===== src/design/mmio_cmd_pkg.sv =====
package mmio_cmd_pkg;

  // Command field widths
  localparam int ADR_W = 28;
  localparam int LUN_W = 4;
  localparam int TAG_W = 4;
  localparam int LEN_W = 16;

  // One command per frame, always this many bytes
  localparam int CMD_BYTES = 11;

  // Index of the final byte of each field within the frame
  localparam int MAGIC_LAST = 3;
  localparam int ADDR_LAST = 7;
  localparam int WORD_LAST = 9;

  // Bit positions inside the tag/op byte
  localparam int DIR_BIT = 3;
  localparam int APB_BIT = 2;

  // 'T','A','R','T' as collected little-endian, first byte in bits 7..0
  localparam logic [31:0] MMIO_MAGIC = 32'h5452_4154;

  // Opcodes, STORE is the only one with a Bulk-Out data phase
  typedef enum logic [1:0] {
    OP_STORE = 2'd0,
    OP_FETCH = 2'd1,
    OP_SET   = 2'd2,
    OP_GET   = 2'd3
  } mmio_op_e;

  // Parser walks magic, address, length/value, tag/op
  typedef enum logic [2:0] {
    PS_MAGIC,
    PS_ADDR,
    PS_WORD,
    PS_IDOP,
    PS_BUSY,
    PS_FAIL
  } parse_state_e;

endpackage


===== src/design/usb_ep_pkg.sv =====
package usb_ep_pkg;

  // High-level phases of the Bulk-Out endpoint
  typedef enum logic [1:0] {
    // Waiting for a command frame
    EP_IDLE,
    // Data phase, or back end busy with the command
    EP_XFER,
    // Waiting for the response to go out
    EP_RESP,
    // Stalled until the configuration changes
    EP_HALT
  } ep_state_e;

  // High-speed bulk packet size
  localparam int DEF_MAX_PACKET = 512;

  // Room for a few packets of STORE data
  localparam int DEF_FIFO_DEPTH = 2048;

endpackage


===== src/design/ep_control.sv =====
module ep_control #(
  parameter int  MAX_PACKET_LENGTH = usb_ep_pkg::DEF_MAX_PACKET,
  localparam int CNT_W             = $clog2(MAX_PACKET_LENGTH + 1)
) (
  input  logic                   clock,
  input  logic                   rst_n_i,
  input  logic                   set_conf_i,
  input  logic                   clr_conf_i,
  input  logic [CNT_W-1:0]       max_size_i,
  input  logic                   selected_i,
  input  logic                   ack_sent_i,
  input  logic                   acc_valid_i,
  input  logic                   acc_keep_i,
  input  logic                   acc_last_i,
  input  logic                   cmd_done_i,
  input  mmio_cmd_pkg::mmio_op_e cmd_op_i,
  input  logic                   cmd_bad_i,
  input  logic [31:0]            fifo_level_i,
  input  logic                   mmio_sent_i,
  input  logic                   mmio_resp_i,
  output logic                   clear_o,
  output logic                   restart_o,
  output logic                   xfer_o,
  output logic                   ep_ready_o,
  output logic                   stalled_o,
  output logic                   parity_o,
  output logic                   mmio_recv_o
);
  import mmio_cmd_pkg::*;
  import usb_ep_pkg::*;

  ep_state_e        state_q;
  mmio_op_e         op_q;
  logic             enable_q;
  logic             stall_q;
  logic             clear_q;
  logic             ready_q;
  logic             parity_q;
  logic             recv_q;
  logic             restart_q;
  logic             xfer_q;
  logic [CNT_W-1:0] count_q;
  logic [CNT_W:0]   count_next;
  logic             conf_evt;
  logic             frame_end;
  logic             phase_end;
  logic             space_ok;

  assign conf_evt   = set_conf_i || clr_conf_i;
  assign count_next = {1'b0, count_q} + {{CNT_W{1'b0}}, acc_keep_i};
  assign frame_end  = acc_valid_i && acc_last_i;
  // Short frame or ZDP closes the data phase
  assign phase_end  = frame_end && (count_next < {1'b0, max_size_i});
  // Room for at least one full packet
  assign space_ok   = (fifo_level_i >= 32'(max_size_i));

  assign clear_o     = clear_q;
  assign restart_o   = restart_q;
  assign xfer_o      = xfer_q;
  assign ep_ready_o  = ready_q;
  assign stalled_o   = stall_q;
  assign parity_o    = parity_q;
  assign mmio_recv_o = recv_q;

  // Enable, stall, ready and data toggle
  always_ff @(posedge clock) begin
    if (!rst_n_i) begin
      enable_q <= 1'b0;
      stall_q  <= 1'b0;
      clear_q  <= 1'b1;
      ready_q  <= 1'b0;
      parity_q <= 1'b0;
    end else begin
      // Hold everything cleared while disabled and on any config change
      clear_q <= conf_evt || !enable_q;
      if (clr_conf_i) begin
        enable_q <= 1'b0;
      end else if (set_conf_i) begin
        enable_q <= 1'b1;
      end else if (stall_q) begin
        enable_q <= 1'b0;
      end
      // Parser fail level is stale while clear is in flight
      if (conf_evt) begin
        stall_q <= 1'b0;
      end else if (cmd_bad_i && !clear_q) begin
        stall_q <= 1'b1;
      end
      ready_q <= enable_q && !stall_q && space_ok;
      if (conf_evt) begin
        parity_q <= 1'b0;
      end else if (selected_i && ack_sent_i) begin
        parity_q <= !parity_q;
      end
    end
  end

  always_ff @(posedge clock) begin
    if (cmd_done_i) begin
      op_q <= cmd_op_i;
    end
  end

  // Endpoint FSM, data phase steering and frame byte count
  always_ff @(posedge clock) begin
    if (!rst_n_i || clear_q) begin
      state_q   <= EP_IDLE;
      xfer_q    <= 1'b0;
      recv_q    <= 1'b0;
      restart_q <= 1'b0;
      count_q   <= '0;
    end else begin
      recv_q    <= xfer_q && phase_end;
      restart_q <= (state_q == EP_RESP) && mmio_resp_i;
      if (frame_end) begin
        count_q <= '0;
      end else if (acc_valid_i && acc_keep_i) begin
        count_q <= count_next[CNT_W-1:0];
      end
      if (stall_q) begin
        state_q <= EP_HALT;
        xfer_q  <= 1'b0;
      end else begin
        case (state_q)
          EP_IDLE: begin
            if (cmd_done_i) begin
              state_q <= EP_XFER;
              xfer_q  <= (cmd_op_i == OP_STORE);
            end
          end
          EP_XFER: begin
            if (phase_end) begin
              xfer_q <= 1'b0;
            end
            // STORE finishes on the data phase, others on the back end
            if ((op_q == OP_STORE) ? recv_q : mmio_sent_i) begin
              state_q <= EP_RESP;
            end
          end
          EP_RESP: begin
            if (mmio_resp_i) begin
              state_q <= EP_IDLE;
            end
          end
          default: begin
            state_q <= state_q;
          end
        endcase
      end
    end
  end

endmodule


===== config.mk =====
export PLATFORM = sky130hd
export DESIGN_NAME = ep_control
export DESIGN_NICKNAME = d
export VERILOG_FILES = /design/src/design/mmio_cmd_pkg.sv /design/src/design/usb_ep_pkg.sv /design/src/design/ep_control.sv
export SDC_FILE = /design/constraint.sdc
export NUM_CORES = 1
export LEC_CHECK = 0
export BUFFER_PORTS_ARGS = -buffer_cell sky130_fd_sc_hd__buf_2
export CORE_MARGIN = 1
export CORE_UTILIZATION = 40
export CTS_CLUSTER_SIZE = 14
export DETAILED_ROUTE_END_ITERATION = 8
export PLACE_DENSITY = 0.68
export SKIP_LAST_GASP = 1
export SLEW_MARGIN = 25
export SYNTH_ARGS = -nofsm -noshare
export SYNTH_HDL_FRONTEND = slang
export SYNTH_SLANG_ARGS = --single-unit

===== constraint.sdc =====
create_clock -name clock -period 3.05 [get_ports clock]
set_clock_uncertainty 0.15 [all_clocks]
set_input_delay 0.4575 -clock clock [delete_from_list [all_inputs] [get_ports clock]]
set_output_delay 0.4575 -clock clock [all_outputs]
set_load 0.05 [all_outputs]

==> impl_metrics.toml <==
[global_routing]
antenna_found_initial = 0
grt_max_degree = 14
grt_pass1_wl_mm = 5.61
grt.busiest_layer = "met2"
met1_usage = 0.207
grt_pass1_vias = 1381
grt_use_met2 = 0.290
grt_usage = 0.167
met3_usage = 0.0335
overflow = 0

[placement]
gp_congestion = 0.731
placed_area_sq_um = 1980
port_buffers = 63
place_hpwl_mm = 2.74

[yosys]
syn_avg_cell_area_sq_um = 8.67
ys.flop_type = "dfxtp_1"
ys.warnings.count = 0
yosysUniqueCellTypes = 41
ys_seq_area_frac = 0.290
synth_edf_count = 2
synth_nets = 264
async_reset_ff_frac = 0
synth_top_area_share = 0.252
synthTopCellsByArea = "dfxtp_1, ha_1, nand2_1"
syn_area_sq_um = 1590
synthCells = 183
ys_ff_latch = 22
synth_area_leader_cell = "dfxtp_1"

[die]
num_io_pins = 64
rows = 22
coreArea_sq_um = 3740
start_util = 0.424
die_y_um = 65.0
dieArea_sq_um = 4220
die_w_um = 65.0

[job]
max-cap-violations = 0

[clocking]
cts_hold_buf = 0
cts.repair.resized = 0
clk_path_buf_depth = 2
clock-root-buffer = "clkbuf_8"
cts.sinks = 22
clk_latency_ns = 0.26
htree_num_levels = 1
cts_tree = "yes"
cts_made_buffers = 3
post_cts_buffers = 0
path_clk_slew_ns = 0.08

[worst_setup_path]
crit_end = "xfer_o"
end_kind = "flop"
worstSetupPathType = "flop to flop"
start_kind = "flop"
r2r-end = "xfer_o"
startpoint = "count_q[0]"
ff2ff_path_depth = 12
timing.reg2reg.setup_slack_ns = 0.28
arrival_ns = 2.76
critPathRequiredTime_ns = 3.05
r2r_start = "count_q[0]"
cp_max_fo = 3

[drt]
finalWirelength_mm = 3.30
viasPerCell = 4.97
drt_iter0_drc = 23
wire_per_inst_um = 11.0
ant_nets = 0
drc = 0
drt-pass1-iter-count = 4
vias = 1485

[power]
p_switching_mw = 0.136
power_mw = 0.656
swShare = 0.208
clock_power_share = 0.405
powerDensity_nw_per_um2 = 320
p_int_mw = 0.520
peakVddDrop_v = 0.000157
power_leakage_nw = 1.02
p_comb_frac = 0.144
pwr-share-seq = 0.451

[sta]
slew_viol_final = 0
finalCritPeriodShare = 0.907
hold_viol_final = 0
tns_ns = 0
max_slew_margin = 0.713
fmax_ghz = 0.362
worst_pin_slew_ns = 0.424
rsz0062_at_grt = "false"
period_needed_ns = 2.77
finalSetupViolCount = 0

[layout]
n_antenna_cell = 0
final_cell_area_sq_um = 2050
finalNetCount = 333
drive_above_1_share = 0.311
num-fill-cells = 358
areaGrowthSynthToFinish_pct = 29.0

[hold_path]
hold_path_class = "flop to flop"

[outcome]
status = "complete, no violations"
## routing by layer
metal,wire (um),vias up,share of wire
li1,-,792,-
met2,1510,45,0.46
met4,31,0,0.0094
met5,0,-,0
met1,1560,646,0.47
met3,200,2,0.061
## worst max-delay path: stages, from the launching register on
cell,delay (ns)
dfxtp_1,0.34
ha_1,0.19
ha_1,0.19
nand3_2,0.12
nor2_4,0.13
nand3_1,0.09
xnor2_1,0.15
ha_1,0.29
a21o_1,0.18
a211o_1,0.28
a31o_1,0.20
a211oi_1,0.27
nor4b_2,0.08
## registers in the layout (all words and copies together), names as in the netlist
register	flops
clear_o	1
count_q	10
enable_q	1
ep_ready_o	1
mmio_recv_o	1
op_q	2
parity_o	1
restart_o	1
stalled_o	1
state_q	2
xfer_o	1
## power groups by stage
stage | registers (mW) | clock network (mW) | logic [mW]
after floorplan | 0.306 | 0 | 0.0442
after global placement | 0.303 | 0 | 0.0942
after detailed placement | 0.303 | 0 | 0.0958
after CTS | 0.296 | 0.274 | 0.0961
after global routing | 0.297 | 0.287 | 0.109
final | 0.296 | 0.265 | 0.0944
## worst min-delay path by stage
stage	from	endpoint	slack [ns]	depth (start not counted)
floorplan	enable_q	clear_o	0.20	1
global placement	enable_q	clear_o	0.21	1
detailed placement	enable_q	clear_o	0.22	1
CTS	cmd_op_i[0]	op_q[0]	0.23	1
global route	cmd_op_i[1]	op_q[1]	0.23	1
finish	enable_q	clear_o	0.24	1
## cell families (layout without fill, tap and decap cells)
kind of cell / after synthesis / after routing / share of synthesized area
flops: 22 / 22 / 0.290
buf+inv: 17 / 85 / 0.0410
compound gates: 34 / 34 / 0.140
simple gates: 70 / 70 / 0.248
fa+ha+maj: 24 / 24 / 0.189
xor+xnor: 13 / 13 / 0.0718
mux: 3 / 3 / 0.0189
## placed cells by master (no fill, tap or decap), types with 2 or more instances in the layout
cell / Yosys / routed
nand2_1: 18 / 18
nand4_1: 5 / 5
nor3_1: 2 / 2
nand2b_1: 4 / 4
edfxtp_1: 2 / 2
buf_4: 0 / 3
nor4_1: 4 / 4
mux2i_1: 3 / 3
xnor2_1: 6 / 6
nand3_1: 5 / 5
a211oi_1: 4 / 4
or3_1: 4 / 4
a211o_1: 2 / 2
nor2b_1: 2 / 2
a21o_1: 4 / 4
o21ai_0: 6 / 6
ha_1: 24 / 24
and3_1: 5 / 5
buf_2: 1 / 63
a21oi_1: 10 / 10
dfxtp_1: 20 / 20
xor2_1: 7 / 7
nor2_1: 12 / 12
inv_1: 15 / 15
clkbuf_8: 0 / 3
## layout make-up
type / count / area (sq um) / area share
clock buffers: 3 / 41.3 / 0.0202
clock inverters: 1 / 30.0 / 0.0147
inverters: 15 / 56.3 / 0.0275
multi-input cells: 144 / 1060 / 0.518
flip-flops and latches: 22 / 460 / 0.225
well taps: 48 / 60.1 / 0.0293
repair buffers: 66 / 338 / 0.165
## through the flow
stage,hold slack [ns],utilization,cells,setup WS [ns]
global placement,0.212,0.528,295,0.109
CTS,0.231,0.547,299,0.279
floorplan,0.203,-,183,0.172
detailed placement,0.219,0.528,295,0.0497
global route,0.229,0.547,299,0.113
finish,0.235,0.547,299,0.285
## synthesized netlist by cell type (2+ instances only)
| master | count |
|---|---|
| xnor2_1 | 6 |
| edfxtp_1 | 2 |
| a211oi_1 | 4 |
| a211o_1 | 2 |
| nor2_1 | 12 |
| mux2i_1 | 3 |
| xor2_1 | 7 |
| inv_1 | 15 |
| nand4_1 | 5 |
| ha_1 | 24 |
| nor4_1 | 4 |
| nand3_1 | 5 |
| a21oi_1 | 10 |
| nor2b_1 | 2 |
| a21o_1 | 4 |
| dfxtp_1 | 20 |
| and3_1 | 5 |
| nand2b_1 | 4 |
| o21ai_0 | 6 |
| or3_1 | 4 |
| nand2_1 | 18 |
| nor3_1 | 2 |
Note: power is estimated with default switching activity, not from simulation.
