$ cat src/design/mmio_cmd_pkg.sv
package mmio_cmd_pkg;

  // Command field widths
  localparam int ADR_W = 28;
  localparam int LUN_W = 4;
  localparam int TAG_W = 4;
  localparam int LEN_W = 16;

  // One command per frame, always this many bytes
  localparam int CMD_BYTES = 11;

  // Index of the final byte of each field within the frame
  localparam int MAGIC_LAST = 3;
  localparam int ADDR_LAST = 7;
  localparam int WORD_LAST = 9;

  // Bit positions inside the tag/op byte
  localparam int DIR_BIT = 3;
  localparam int APB_BIT = 2;

  // 'T','A','R','T' as collected little-endian, first byte in bits 7..0
  localparam logic [31:0] MMIO_MAGIC = 32'h5452_4154;

  // Opcodes, STORE is the only one with a Bulk-Out data phase
  typedef enum logic [1:0] {
    OP_STORE = 2'd0,
    OP_FETCH = 2'd1,
    OP_SET   = 2'd2,
    OP_GET   = 2'd3
  } mmio_op_e;

  // Parser walks magic, address, length/value, tag/op
  typedef enum logic [2:0] {
    PS_MAGIC,
    PS_ADDR,
    PS_WORD,
    PS_IDOP,
    PS_BUSY,
    PS_FAIL
  } parse_state_e;

endpackage

$ cat src/design/mmio_cmd_parser.sv
module mmio_cmd_parser (
  input  logic                             clock,
  input  logic                             rst_n_i,
  input  logic                             clear_i,
  input  logic                             restart_i,
  input  logic                             byte_valid_i,
  output logic                             byte_ready_o,
  input  logic                             byte_keep_i,
  input  logic                             byte_last_i,
  input  logic [7:0]                       byte_data_i,
  output logic                             cmd_vld_o,
  input  logic                             cmd_ready_i,
  output mmio_cmd_pkg::mmio_op_e           cmd_op_o,
  output logic                             cmd_dir_o,
  output logic                             cmd_apb_o,
  output logic [mmio_cmd_pkg::TAG_W-1:0]   cmd_tag_o,
  output logic [mmio_cmd_pkg::LEN_W-1:0]   cmd_len_o,
  output logic [mmio_cmd_pkg::LUN_W-1:0]   cmd_lun_o,
  output logic [mmio_cmd_pkg::ADR_W-1:0]   cmd_adr_o,
  output logic                             cmd_done_o,
  output logic                             cmd_bad_o
);
  import mmio_cmd_pkg::*;

  parse_state_e state_q;
  logic [31:0]  word_q;
  logic [31:0]  word_next;
  logic [3:0]   idx_q;
  logic         accept;
  logic         beat_bad;
  logic         cmd_ok;

  assign accept = byte_valid_i && byte_ready_o;

  // Little-endian collection, newest byte lands in the top
  assign word_next = {byte_data_i, word_q[31:8]};

  // Every beat carries data, and tlast only on the final byte
  assign beat_bad = !byte_keep_i || (byte_last_i != (idx_q == 4'(CMD_BYTES - 1)));

  // Final byte accepted cleanly
  assign cmd_ok = accept && !beat_bad && (state_q == PS_IDOP);

  // Hold off while a command is out, busy, failed or being cleared
  assign byte_ready_o = !clear_i && !cmd_vld_o &&
                        (state_q inside {PS_MAGIC, PS_ADDR, PS_WORD, PS_IDOP});

  assign cmd_bad_o = (state_q == PS_FAIL);

  // Parse FSM, byte index tracks position within the frame
  always_ff @(posedge clock) begin
    if (!rst_n_i || clear_i) begin
      state_q <= PS_MAGIC;
      idx_q   <= '0;
    end else if (accept && beat_bad) begin
      state_q <= PS_FAIL;
    end else if (accept) begin
      idx_q <= idx_q + 4'd1;
      case (state_q)
        PS_MAGIC: begin
          if (idx_q == 4'(MAGIC_LAST)) begin
            state_q <= (word_next == MMIO_MAGIC) ? PS_ADDR : PS_FAIL;
          end
        end
        PS_ADDR: begin
          if (idx_q == 4'(ADDR_LAST)) begin
            state_q <= PS_WORD;
          end
        end
        PS_WORD: begin
          if (idx_q == 4'(WORD_LAST)) begin
            state_q <= PS_IDOP;
          end
        end
        PS_IDOP: begin
          // Whole frame in, wait for the endpoint to finish with it
          state_q <= PS_BUSY;
          idx_q   <= '0;
        end
        default: begin
          state_q <= state_q;
        end
      endcase
    end else if (state_q == PS_BUSY && restart_i) begin
      state_q <= PS_MAGIC;
    end
  end

  // Field capture, each field taken as its last byte arrives
  always_ff @(posedge clock) begin
    if (accept) begin
      word_q <= word_next;
      if (state_q == PS_ADDR && idx_q == 4'(ADDR_LAST)) begin
        // LUN rides in the top nibble of the address word
        {cmd_lun_o, cmd_adr_o} <= word_next;
      end
      if (state_q == PS_WORD && idx_q == 4'(WORD_LAST)) begin
        cmd_len_o <= word_next[31:16];
      end
      if (state_q == PS_IDOP) begin
        cmd_tag_o <= byte_data_i[7:4];
        cmd_dir_o <= byte_data_i[DIR_BIT];
        cmd_apb_o <= byte_data_i[APB_BIT];
        cmd_op_o  <= mmio_op_e'(byte_data_i[1:0]);
      end
    end
  end

  // Command valid and completion pulse
  always_ff @(posedge clock) begin
    if (!rst_n_i || clear_i) begin
      cmd_vld_o  <= 1'b0;
      cmd_done_o <= 1'b0;
    end else begin
      cmd_done_o <= cmd_ok;
      if (cmd_ok) begin
        cmd_vld_o <= 1'b1;
      end else if (cmd_vld_o && cmd_ready_i) begin
        cmd_vld_o <= 1'b0;
      end
    end
  end

endmodule

$ cat config.mk
export PLATFORM = sky130hd
export DESIGN_NAME = mmio_cmd_parser
export DESIGN_NICKNAME = d
export VERILOG_FILES = /design/src/design/mmio_cmd_pkg.sv /design/src/design/mmio_cmd_parser.sv
export SDC_FILE = /design/constraint.sdc
export NUM_CORES = 1
export LEC_CHECK = 0
export ABC_AREA = 1
export BUFFER_PORTS_ARGS = -buffer_cell sky130_fd_sc_hd__buf_2
export CAP_MARGIN = 40
export CORE_MARGIN = 2
export CORE_UTILIZATION = 53
export CTS_CLUSTER_SIZE = 8
export DETAILED_ROUTE_END_ITERATION = 12
export GPL_TIMING_DRIVEN = 0
export PLACE_DENSITY = 0.79
export SYNTH_ARGS = -nofsm -noshare
export SYNTH_HDL_FRONTEND = slang
export SYNTH_SLANG_ARGS = --single-unit
$ cat constraint.sdc
create_clock -name clock -period 6 [get_ports clock]
set_clock_uncertainty 0.1 [all_clocks]
set_input_delay 1.8 -clock clock [delete_from_list [all_inputs] [get_ports clock]]
set_output_delay 1.8 -clock clock [all_outputs]
set_load 0.01 [all_outputs]
==> results.yml, run 1 <==
outcome:
  status: "finished, final reports clean"
synthesis:
  syn_nets: 257
  synthFlopType: "edfxtp_1"
  avgSynthCellArea_sq_um: 13.86
  post_synth_mux_area_share: 0
  synth_edf_count: 80
  yosysWarnings: 0
  synth.ff_latch_count: 89
  yosysTopAreaCell: "edfxtp_1"
  synth_area_leaders: "edfxtp_1 73%, dfxtp_1 5.5%, nand2_1 4.3%"
  netlist_top_cells_count: "80 x edfxtp_1, 38 x nand2_1, 36 x inv_1, 32 x nor2_1, 10 x nand3_1"
  synth_fa_ha_area_frac: 0.01138
  synth_top_family_by_area: "simple AND/OR/NAND/NOR gates"
  yosysUniqueCellTypes: 25
  syn_inst: 238
  synth_compound_area_frac: 0.01858
  yosysMostFrequentCell: "edfxtp_1"
  synthArstFlopShare: 0
  synth.cell_area_sq_um: 3299
  yosys.area_share.simple: 0.1350
  yosysSeqAreaShare: 0.7827
  synth.top_cell.area_share: 0.7281
  synth-xor-area-share: 0.005309
drt:
  drtIter0Drc: 171
  ant_nets: 0
  viasPerCell: 4.831
  wl_mm: 5.665
  first_pass_iters: 4
  wl_per_cell_um: 13.88
  vias: 1971
  drc: 0
layout:
  seqCellArea_sq_um: 2582
  multiInputGateArea_sq_um: 569.3
  drive_gt1_frac: 0.3273
  insertedDiodeCount: 0
  syn_to_final_growth_pct: 20.71
  n_fill_cell: 431
  fin_nets: 347
global_routing:
  antenna_found_initial: 0
  grt_pass1_wl_mm: 9.390
  grt_overflow_total: 0
  grt_use_met1: 0.2196
  grt_usage: 0.1749
  grt_max_degree: 28
  grt_busiest_layer: "met2"
  met2_usage: 0.2911
  first_global_vias: 1937
  met3_usage: 0.05666
floorplanning:
  coreArea_sq_um: 5956
  die_w_um: 82.90
  dieArea_sq_um: 6872
  die_h_um: 82.90
  initial_core_util: 0.5540
  rows: 28
  ios: 76
critical_path:
  cp_slowest_cell: "inv_1"
  arrival_ns: 2.23
  worstSetupEndpointType: "output pin"
  cp-start-kind: "input port"
  required_ns: 4.10
  cp_num_buf_inv: 4
  slowest_delay_ns: 0.11
  cp_top_family: "buffers and inverters"
  crit_type: "in -> out"
  crit_fanout: 4
  crit_path_cell_trace: "buf_2, inv_1, nand2_1, inv_1, buf_2"
clock_tree:
  clkTransAtPathRegs_ns: 0.08
  cts.sinks: 89
  cts_setup_buffers: 0
  clock_path_buffers: 2
  cts_inserted_buffers: 9
  root_buffer: "clkbuf_8"
  holdBufCountCts: 0
  h-tree-depth: 3
  cts_tree: "yes"
  insertion_delay_ns: 0.34
  cts_resized: 0
pwr:
  power.density_nw_per_um2: 270.6
  p_sw_frac: 0.2151
  peakVddDrop_uv: 145.6
  clockPowerShare: 0.321
  seq_power_share: 0.640
  p_leak_nw: 1.607
  p_sw_uw: 231.8
  power_frac_comb: 0.039
  p_int_uw: 845.8
sta:
  fmax_ghz: 0.2420
  hold_viol: 0
  rsz0062_at_grt: "no"
  slew_violations: 0
  finalWorstSetupSlack_ns: 1.868
  finalSetupViolCount: 0
  whs_ns: 0.3522
  fin_crit_ns: 4.132
  max-slew-margin-rel: 0.4712
  worst_slew_pin_slew_ns: 0.7903
  fin_crit_sh: 0.6886
place:
  dp.final_hpwl_mm: 4.179
  gp_congestion: 0.8741
  dp_slack_ns: 1.871
  portBuffers: 75
min_path:
  hold_path.class: "reg -> reg"
run:
  maxCapViolCount: 0
[kinds of logic (layout without fill, tap and decap cells)]
group           after synthesis  in the layout
compound gates               11             11
xor+xnor                      2              2
buf+inv                      39            134
fa+ha+maj                     3              3
flops                        89             89
simple gates                 94             94
[through the flow]
stage,setup TNS [ns],cells,cell area (sq um),total power [mW],util
after floorplan,0,238,3299,0.7287,-
after global placement,-1.883,388,3769,0.7434,0.6328
after detailed placement,0,392,3814,0.7462,0.6403
after CTS,0,408,3983,1.088,0.6687
after global routing,0,408,3983,1.122,0.6687
final,0,408,3983,1.078,0.6687
[state kept, by name, summed over array words and instances, names as in the netlist]
| register | count |
|---|---|
| cmd_op_o | 2 |
| cmd_adr_o | 28 |
| cmd_tag_o | 4 |
| word_q | 24 |
| cmd_done_o | 1 |
| cmd_vld_o | 1 |
| cmd_len_o | 16 |
| cmd_lun_o | 4 |
| state_q | 3 |
| cmd_dir_o | 1 |
| idx_q | 4 |
| cmd_apb_o | 1 |
[placed cells by master, fill, tap and decap left out]
cell type	instances
a21oi_1	5
edfxtp_1	80
dfxtp_1	9
nor3_2	2
o21bai_1	1
clkinv_4	1
inv_6	1
xor2_1	2
nand3_1	10
nand3_2	2
nor2_4	1
o21ai_0	4
nand2_4	1
inv_1	36
buf_6	3
clkbuf_8	9
nand3_4	1
nor3_1	1
inv_2	1
or2_2	1
buf_4	2
nor2_2	3
clkinvlp_4	2
buf_2	76
a21oi_2	1
ha_1	3
nor4_4	1
nand2_1	38
nor2_1	31
clkinv_2	1
nand4_1	2
clkinv_1	2
[power groups by stage]
stage          clock (mW)  combinational [mW]  sequential (mW)
6_report            0.346              0.0417            0.690
5_1_grt             0.383              0.0478            0.692
4_1_cts             0.356              0.0419            0.690
3_5_place_dp            0              0.0417            0.704
3_3_place_gp            0              0.0401            0.703
2_1_floorplan           0              0.0268            0.702
[worst paths after layout]
kind              start      endpoint  cells after the start  slack (ns)
min reg2reg  word_q[14]  cmd_adr_o[6]                      0        0.35
max reg2reg    idx_q[0]  cmd_adr_o[5]                      7        3.80
min          word_q[14]  cmd_adr_o[6]                      0        0.35
max             clear_i  byte_ready_o                      5        1.87
[layout make-up]
| cell class | count | share of cell area |
|---|---|---|
| clock buffers | 9 | 0.03110 |
| plain buffers | 2 | 0.004084 |
| inverters | 37 | 0.03487 |
| clock inverters | 7 | 0.01131 |
| multi-input cells | 110 | 0.1429 |
| repair buffers | 79 | 0.1037 |
| flip-flops and latches | 89 | 0.6484 |
| well taps | 75 | 0.02356 |
[routing by layer]
| metal | routed length [um] | part of all wire |
|---|---|---|
| met5 | 0 | 0 |
| met4 | 44 | 0.0078 |
| met3 | 338 | 0.060 |
| met2 | 2900 | 0.51 |
| met1 | 2382 | 0.42 |
No activity file was read; power rests on OpenSTA's default activity.
==> run 2: changes to the inputs <==
- clock period: 6 -> 4 ns (I/O delays scaled with it)
==> run 2 against run 1 <==
Effect of this change:
- worst setup slack worse by 0.79 ns
- combinational power is 51% higher
- count of clock-buffer cells in the layout stayed put
- core utilization up 0.44 points
==> results.yml, run 2 (same netlist as run 1, synthesis figures left out) <==
sta:
  fmax_ghz: 0.3422
  fin_crit_ns: 2.923
  fin_crit_sh: 0.7307
  worst_slew_pin_slew_ns: 0.7806
  hold_viol: 0
  slew_violations: 0
  finalSetupViolCount: 0
  rsz0062_at_grt: "no"
  max-slew-margin-rel: 0.4779
clock_tree:
  cts_inserted_buffers: 9
  cts_resized: 0
  insertion_delay_ns: 0.34
  holdBufCountCts: 0
  clock_path_buffers: 2
  cts_setup_buffers: 0
  clkTransAtPathRegs_ns: 0.09
  h-tree-depth: 3
  root_buffer: "clkbuf_8"
  cts.sinks: 89
  cts_tree: "yes"
critical_path:
  crit_type: "in -> out"
  r2r_start: "idx_q[0]"
  cp_slowest_cell: "buf_2"
  cp-start-kind: "input port"
  worstSetupEndpointType: "output pin"
  crit_path_cell_trace: "buf_2, inv_1, nand2_1, inv_1, buf_2"
  required_ns: 2.70
  crit_fanout: 4
  rr_endpoint: "cmd_adr_o[20]"
  r2r_slack_ns: 1.70
  slowest_delay_ns: 0.11
  arrival_ns: 1.62
  startpoint: "clear_i"
  r2r_cells: 6
min_path:
  hold_path.class: "reg -> reg"
  hold_depth: 0
  whs_endpoint: "cmd_adr_o[5]"
  worstHoldStart: "word_q[13]"
global_routing:
  grt_usage: 0.1739
  antenna_found_initial: 0
  grt_max_degree: 28
  grt_overflow_total: 0
  first_global_vias: 1976
  grt_pass1_wl_mm: 9.342
drt:
  wl_per_cell_um: 14.11
  wl_mm: 5.728
  viasPerCell: 4.938
  first_pass_iters: 4
  ant_nets: 0
  vias: 2005
  drtIter0Drc: 123
  drc: 0
layout:
  final_cell_mix: "80 x edfxtp_1, 76 x buf_2, 38 x nand2_1, 36 x inv_1, 31 x nor2_1"
  fin_nets: 345
  n_fill_cell: 435
  insertedDiodeCount: 0
  largest_reg_flops: 28
  final_common_cell: "edfxtp_1"
  drive_gt1_frac: 0.3293
  syn_to_final_growth_pct: 21.50
  postLayoutCoreUtil: 0.6731
floorplanning:
  dieArea_sq_um: 6872
  rows: 28
  coreArea_sq_um: 5956
  initial_core_util: 0.5540
  die_w_um: 82.90
  ios: 76
  die_h_um: 82.90
pwr:
  power.density_nw_per_um2: 426.5
  p_leak_nw: 1.631
  p_total_mw: 1.710
  peakVddDrop_uv: 292.2
place:
  portBuffers: 75
  dp.final_hpwl_mm: 4.063
  gp_congestion: 0.8475
outcome:
  status: "finished, final reports clean"
run:
  maxCapViolCount: 0
run 2: power by group:
group	internal, mW	switching, mW	total, mW
logic	0.0205	0.0425	0.0630
registers	1.02	0.0101	1.03
clock network	0.295	0.316	0.612
total	1.34	0.369	1.71
run 2: worst max-delay path by stage:
stage | slack (ns) | end | depth (start not counted)
after detailed placement | 1.02 | cmd_adr_o[6] | 6
after global placement | -0.08 | cmd_adr_o[15] | 5
final | 1.08 | byte_ready_o | 5
after CTS | 1.08 | byte_ready_o | 5
after global routing | 1.02 | byte_ready_o | 5
after floorplan | 0.68 | cmd_adr_o[0] | 4
run 2: metal layers:
layer / part of all wire / track usage / up-vias
met5: 0 / 0 / -
met4: 0.031 / 0.08048 / 0
met3: 0.055 / 0.05169 / 18
met2: 0.50 / 0.2823 / 73
met1: 0.41 / 0.2157 / 937
li1: - / - / 977
run 2: per-stage QoR:
stage	worst slack (ns)	TNS (ns)	instances	area, sq um	hold slack (ns)
after CTS	1.079	0	406	4009	0.3489
final	1.077	0	406	4009	0.3407
after floorplan	0.6833	0	238	3304	0.3264
after detailed placement	1.024	0	390	3809	0.3339
after global routing	1.020	0	406	4009	0.3479
after global placement	-0.07534	-2.362	388	3774	0.3310
run 2: final cells by class:
cell class | instances | area, sq um | area share
plain buffers | 2 | 16.27 | 0.004057
clock buffers | 9 | 123.9 | 0.03090
clock inverters | 7 | 76.32 | 0.01904
inverters | 37 | 138.9 | 0.03464
multi-input cells | 110 | 575.6 | 0.1436
flip-flops and latches | 89 | 2582 | 0.6442
well taps | 75 | 93.84 | 0.02341
repair buffers | 77 | 401.6 | 0.1002
run 2: worst max-delay path: cells and delay by family:
family | cells | cell delay (ns)
buffers and inverters | 4 | 0.35
AND/OR/NAND/NOR | 1 | 0.07
==> run 3: changes to the inputs <==
- clock period: 4 -> 2.9 ns (I/O delays scaled with it)
==> run 3 against run 2 <==
Effect of this change:
- clock power is 40% higher
- sequential share of layout area is 0.28 points lower
- final cell count is 0.25% higher
- wire length is 4.1% higher
- worst hold slack better by 0.015 ns
- critical endpoint unchanged
- largest cell class unchanged
- largest power group unchanged
- highest routed layer unchanged
==> results.yml, run 3 (same netlist as run 1, synthesis figures left out) <==
clock_tree:
  cts_setup_buffers: 0
  cts_inserted_buffers: 9
  h-tree-depth: 3
  cts_resized: 0
  clock_path_buffers: 2
  cts.sinks: 89
  root_buffer: "clkbuf_8"
  clkTransAtPathRegs_ns: 0.09
  holdBufCountCts: 0
  cts_tree: "yes"
  insertion_delay_ns: 0.36
sta:
  worst_slew_pin_slew_ns: 0.7471
  max-slew-margin-rel: 0.5001
  fin_crit_sh: 0.7812
  finalWorstSetupSlack_ns: 0.6347
  whs_ns: 0.3557
  hold_viol: 0
  finalSetupViolCount: 0
  fmax_ghz: 0.4414
  slew_violations: 0
  tns_ns: 0
  fin_crit_ns: 2.265
  rsz0062_at_grt: "no"
pwr:
  seq_power_share: 0.602
  p_int_mw: 1.849
  clockPowerShare: 0.361
  p_total_mw: 2.373
  p_sw_frac: 0.2208
  power.density_nw_per_um2: 589.3
  power_frac_comb: 0.037
  p_leak_nw: 1.636
  peakVddDrop_uv: 280.0
  p_sw_uw: 523.9
drt:
  viasPerCell: 4.946
  wl_mm: 5.961
  first_pass_iters: 4
  ant_nets: 0
  drtIter0Drc: 149
  drc: 0
  wl_per_cell_um: 14.65
  vias: 2013
layout:
  postLayoutCellArea_sq_um: 4026
  fin_nets: 346
  fin_cells: 407
  n_fill_cell: 428
  insertedDiodeCount: 0
  final_common_cell: "edfxtp_1"
  final_cell_mix: "80 x edfxtp_1, 76 x buf_2, 38 x nand2_1, 36 x inv_1, 31 x nor2_1"
  drive_gt1_frac: 0.3283
  multiInputGateArea_sq_um: 575.6
  seqCellArea_sq_um: 2582
  postLayoutCoreUtil: 0.6761
  largest_reg_flops: 28
  syn_to_final_growth_pct: 22.03
critical_path:
  r2r_start: "idx_q[0]"
  startpoint: "clear_i"
  arrival_ns: 1.30
  required_ns: 1.93
  crit_fanout: 4
  worstSetupEndpointType: "output pin"
  crit_type: "in -> out"
  cp-start-kind: "input port"
floorplanning:
  die_w_um: 82.90
  dieArea_sq_um: 6872
  coreArea_sq_um: 5956
  die_h_um: 82.90
  initial_core_util: 0.5540
  ios: 76
  rows: 28
place:
  placed_cell_area_sq_um: 3824
  placed_cells_incl_taps: 391
  dp_slack_ns: 0.2984
  dp.final_hpwl_mm: 4.145
  portBuffers: 75
  gp_congestion: 0.8462
global_routing:
  grt_usage: 0.1784
  antenna_found_initial: 0
  first_global_vias: 1927
  grt_overflow_total: 0
  grt_max_degree: 28
  grt_pass1_wl_mm: 9.418
min_path:
  worstHoldStart: "word_q[15]"
  hold_path.class: "reg -> reg"
outcome:
  status: "finished, final reports clean"
run:
  maxCapViolCount: 0
## run 3: cell count changes in the layout (fill, tap and decap cells not counted), sizes merged
cell    previous run  this run
clkinv             2         3
inv               40        39
buf               79        80
## run 3: routing by layer
layer / share of wire / GRT usage / vias up
met3: 0.056 / 0.05467 / 13
met4: 0.020 / 0.07750 / 0
li1: - / - / 976
met1: 0.42 / 0.2177 / 960
met5: 0 / 0 / -
met2: 0.50 / 0.2947 / 64
## run 3: path summary, 6_finish.rpt
check,endpoint,slack [ns],cells after the start
worst max register to register,cmd_adr_o[16],0.69,7
worst max-delay path,byte_ready_o,0.63,5
worst min register to register,cmd_adr_o[7],0.36,0
worst min-delay path,cmd_adr_o[7],0.36,0
## run 3: worst max-delay path, stage by stage
cell	delay, ns
buf_2	0.09
inv_1	0.10
nand2_1	0.07
inv_1	0.05
buf_2	0.11
## run 3: power by group through the flow
stage	Clock, mW	Sequential (mW)	Combinational [mW]
2_1_floorplan	0	1.45	0.0563
3_3_place_gp	0	1.46	0.0836
3_5_place_dp	0	1.46	0.0872
4_1_cts	0.864	1.43	0.0883
5_1_grt	0.920	1.43	0.0999
6_report	0.856	1.43	0.0882
## run 3: cell type report
class                      count  area share
timing repair buffer          78      0.1035
multi-input combinational    110      0.1429
sequential                    89      0.6414
inverter                      37     0.03449
clock inverter                 7     0.01958
tap                           75     0.02331
clock buffer                   9     0.03076
buffer                         2    0.004040
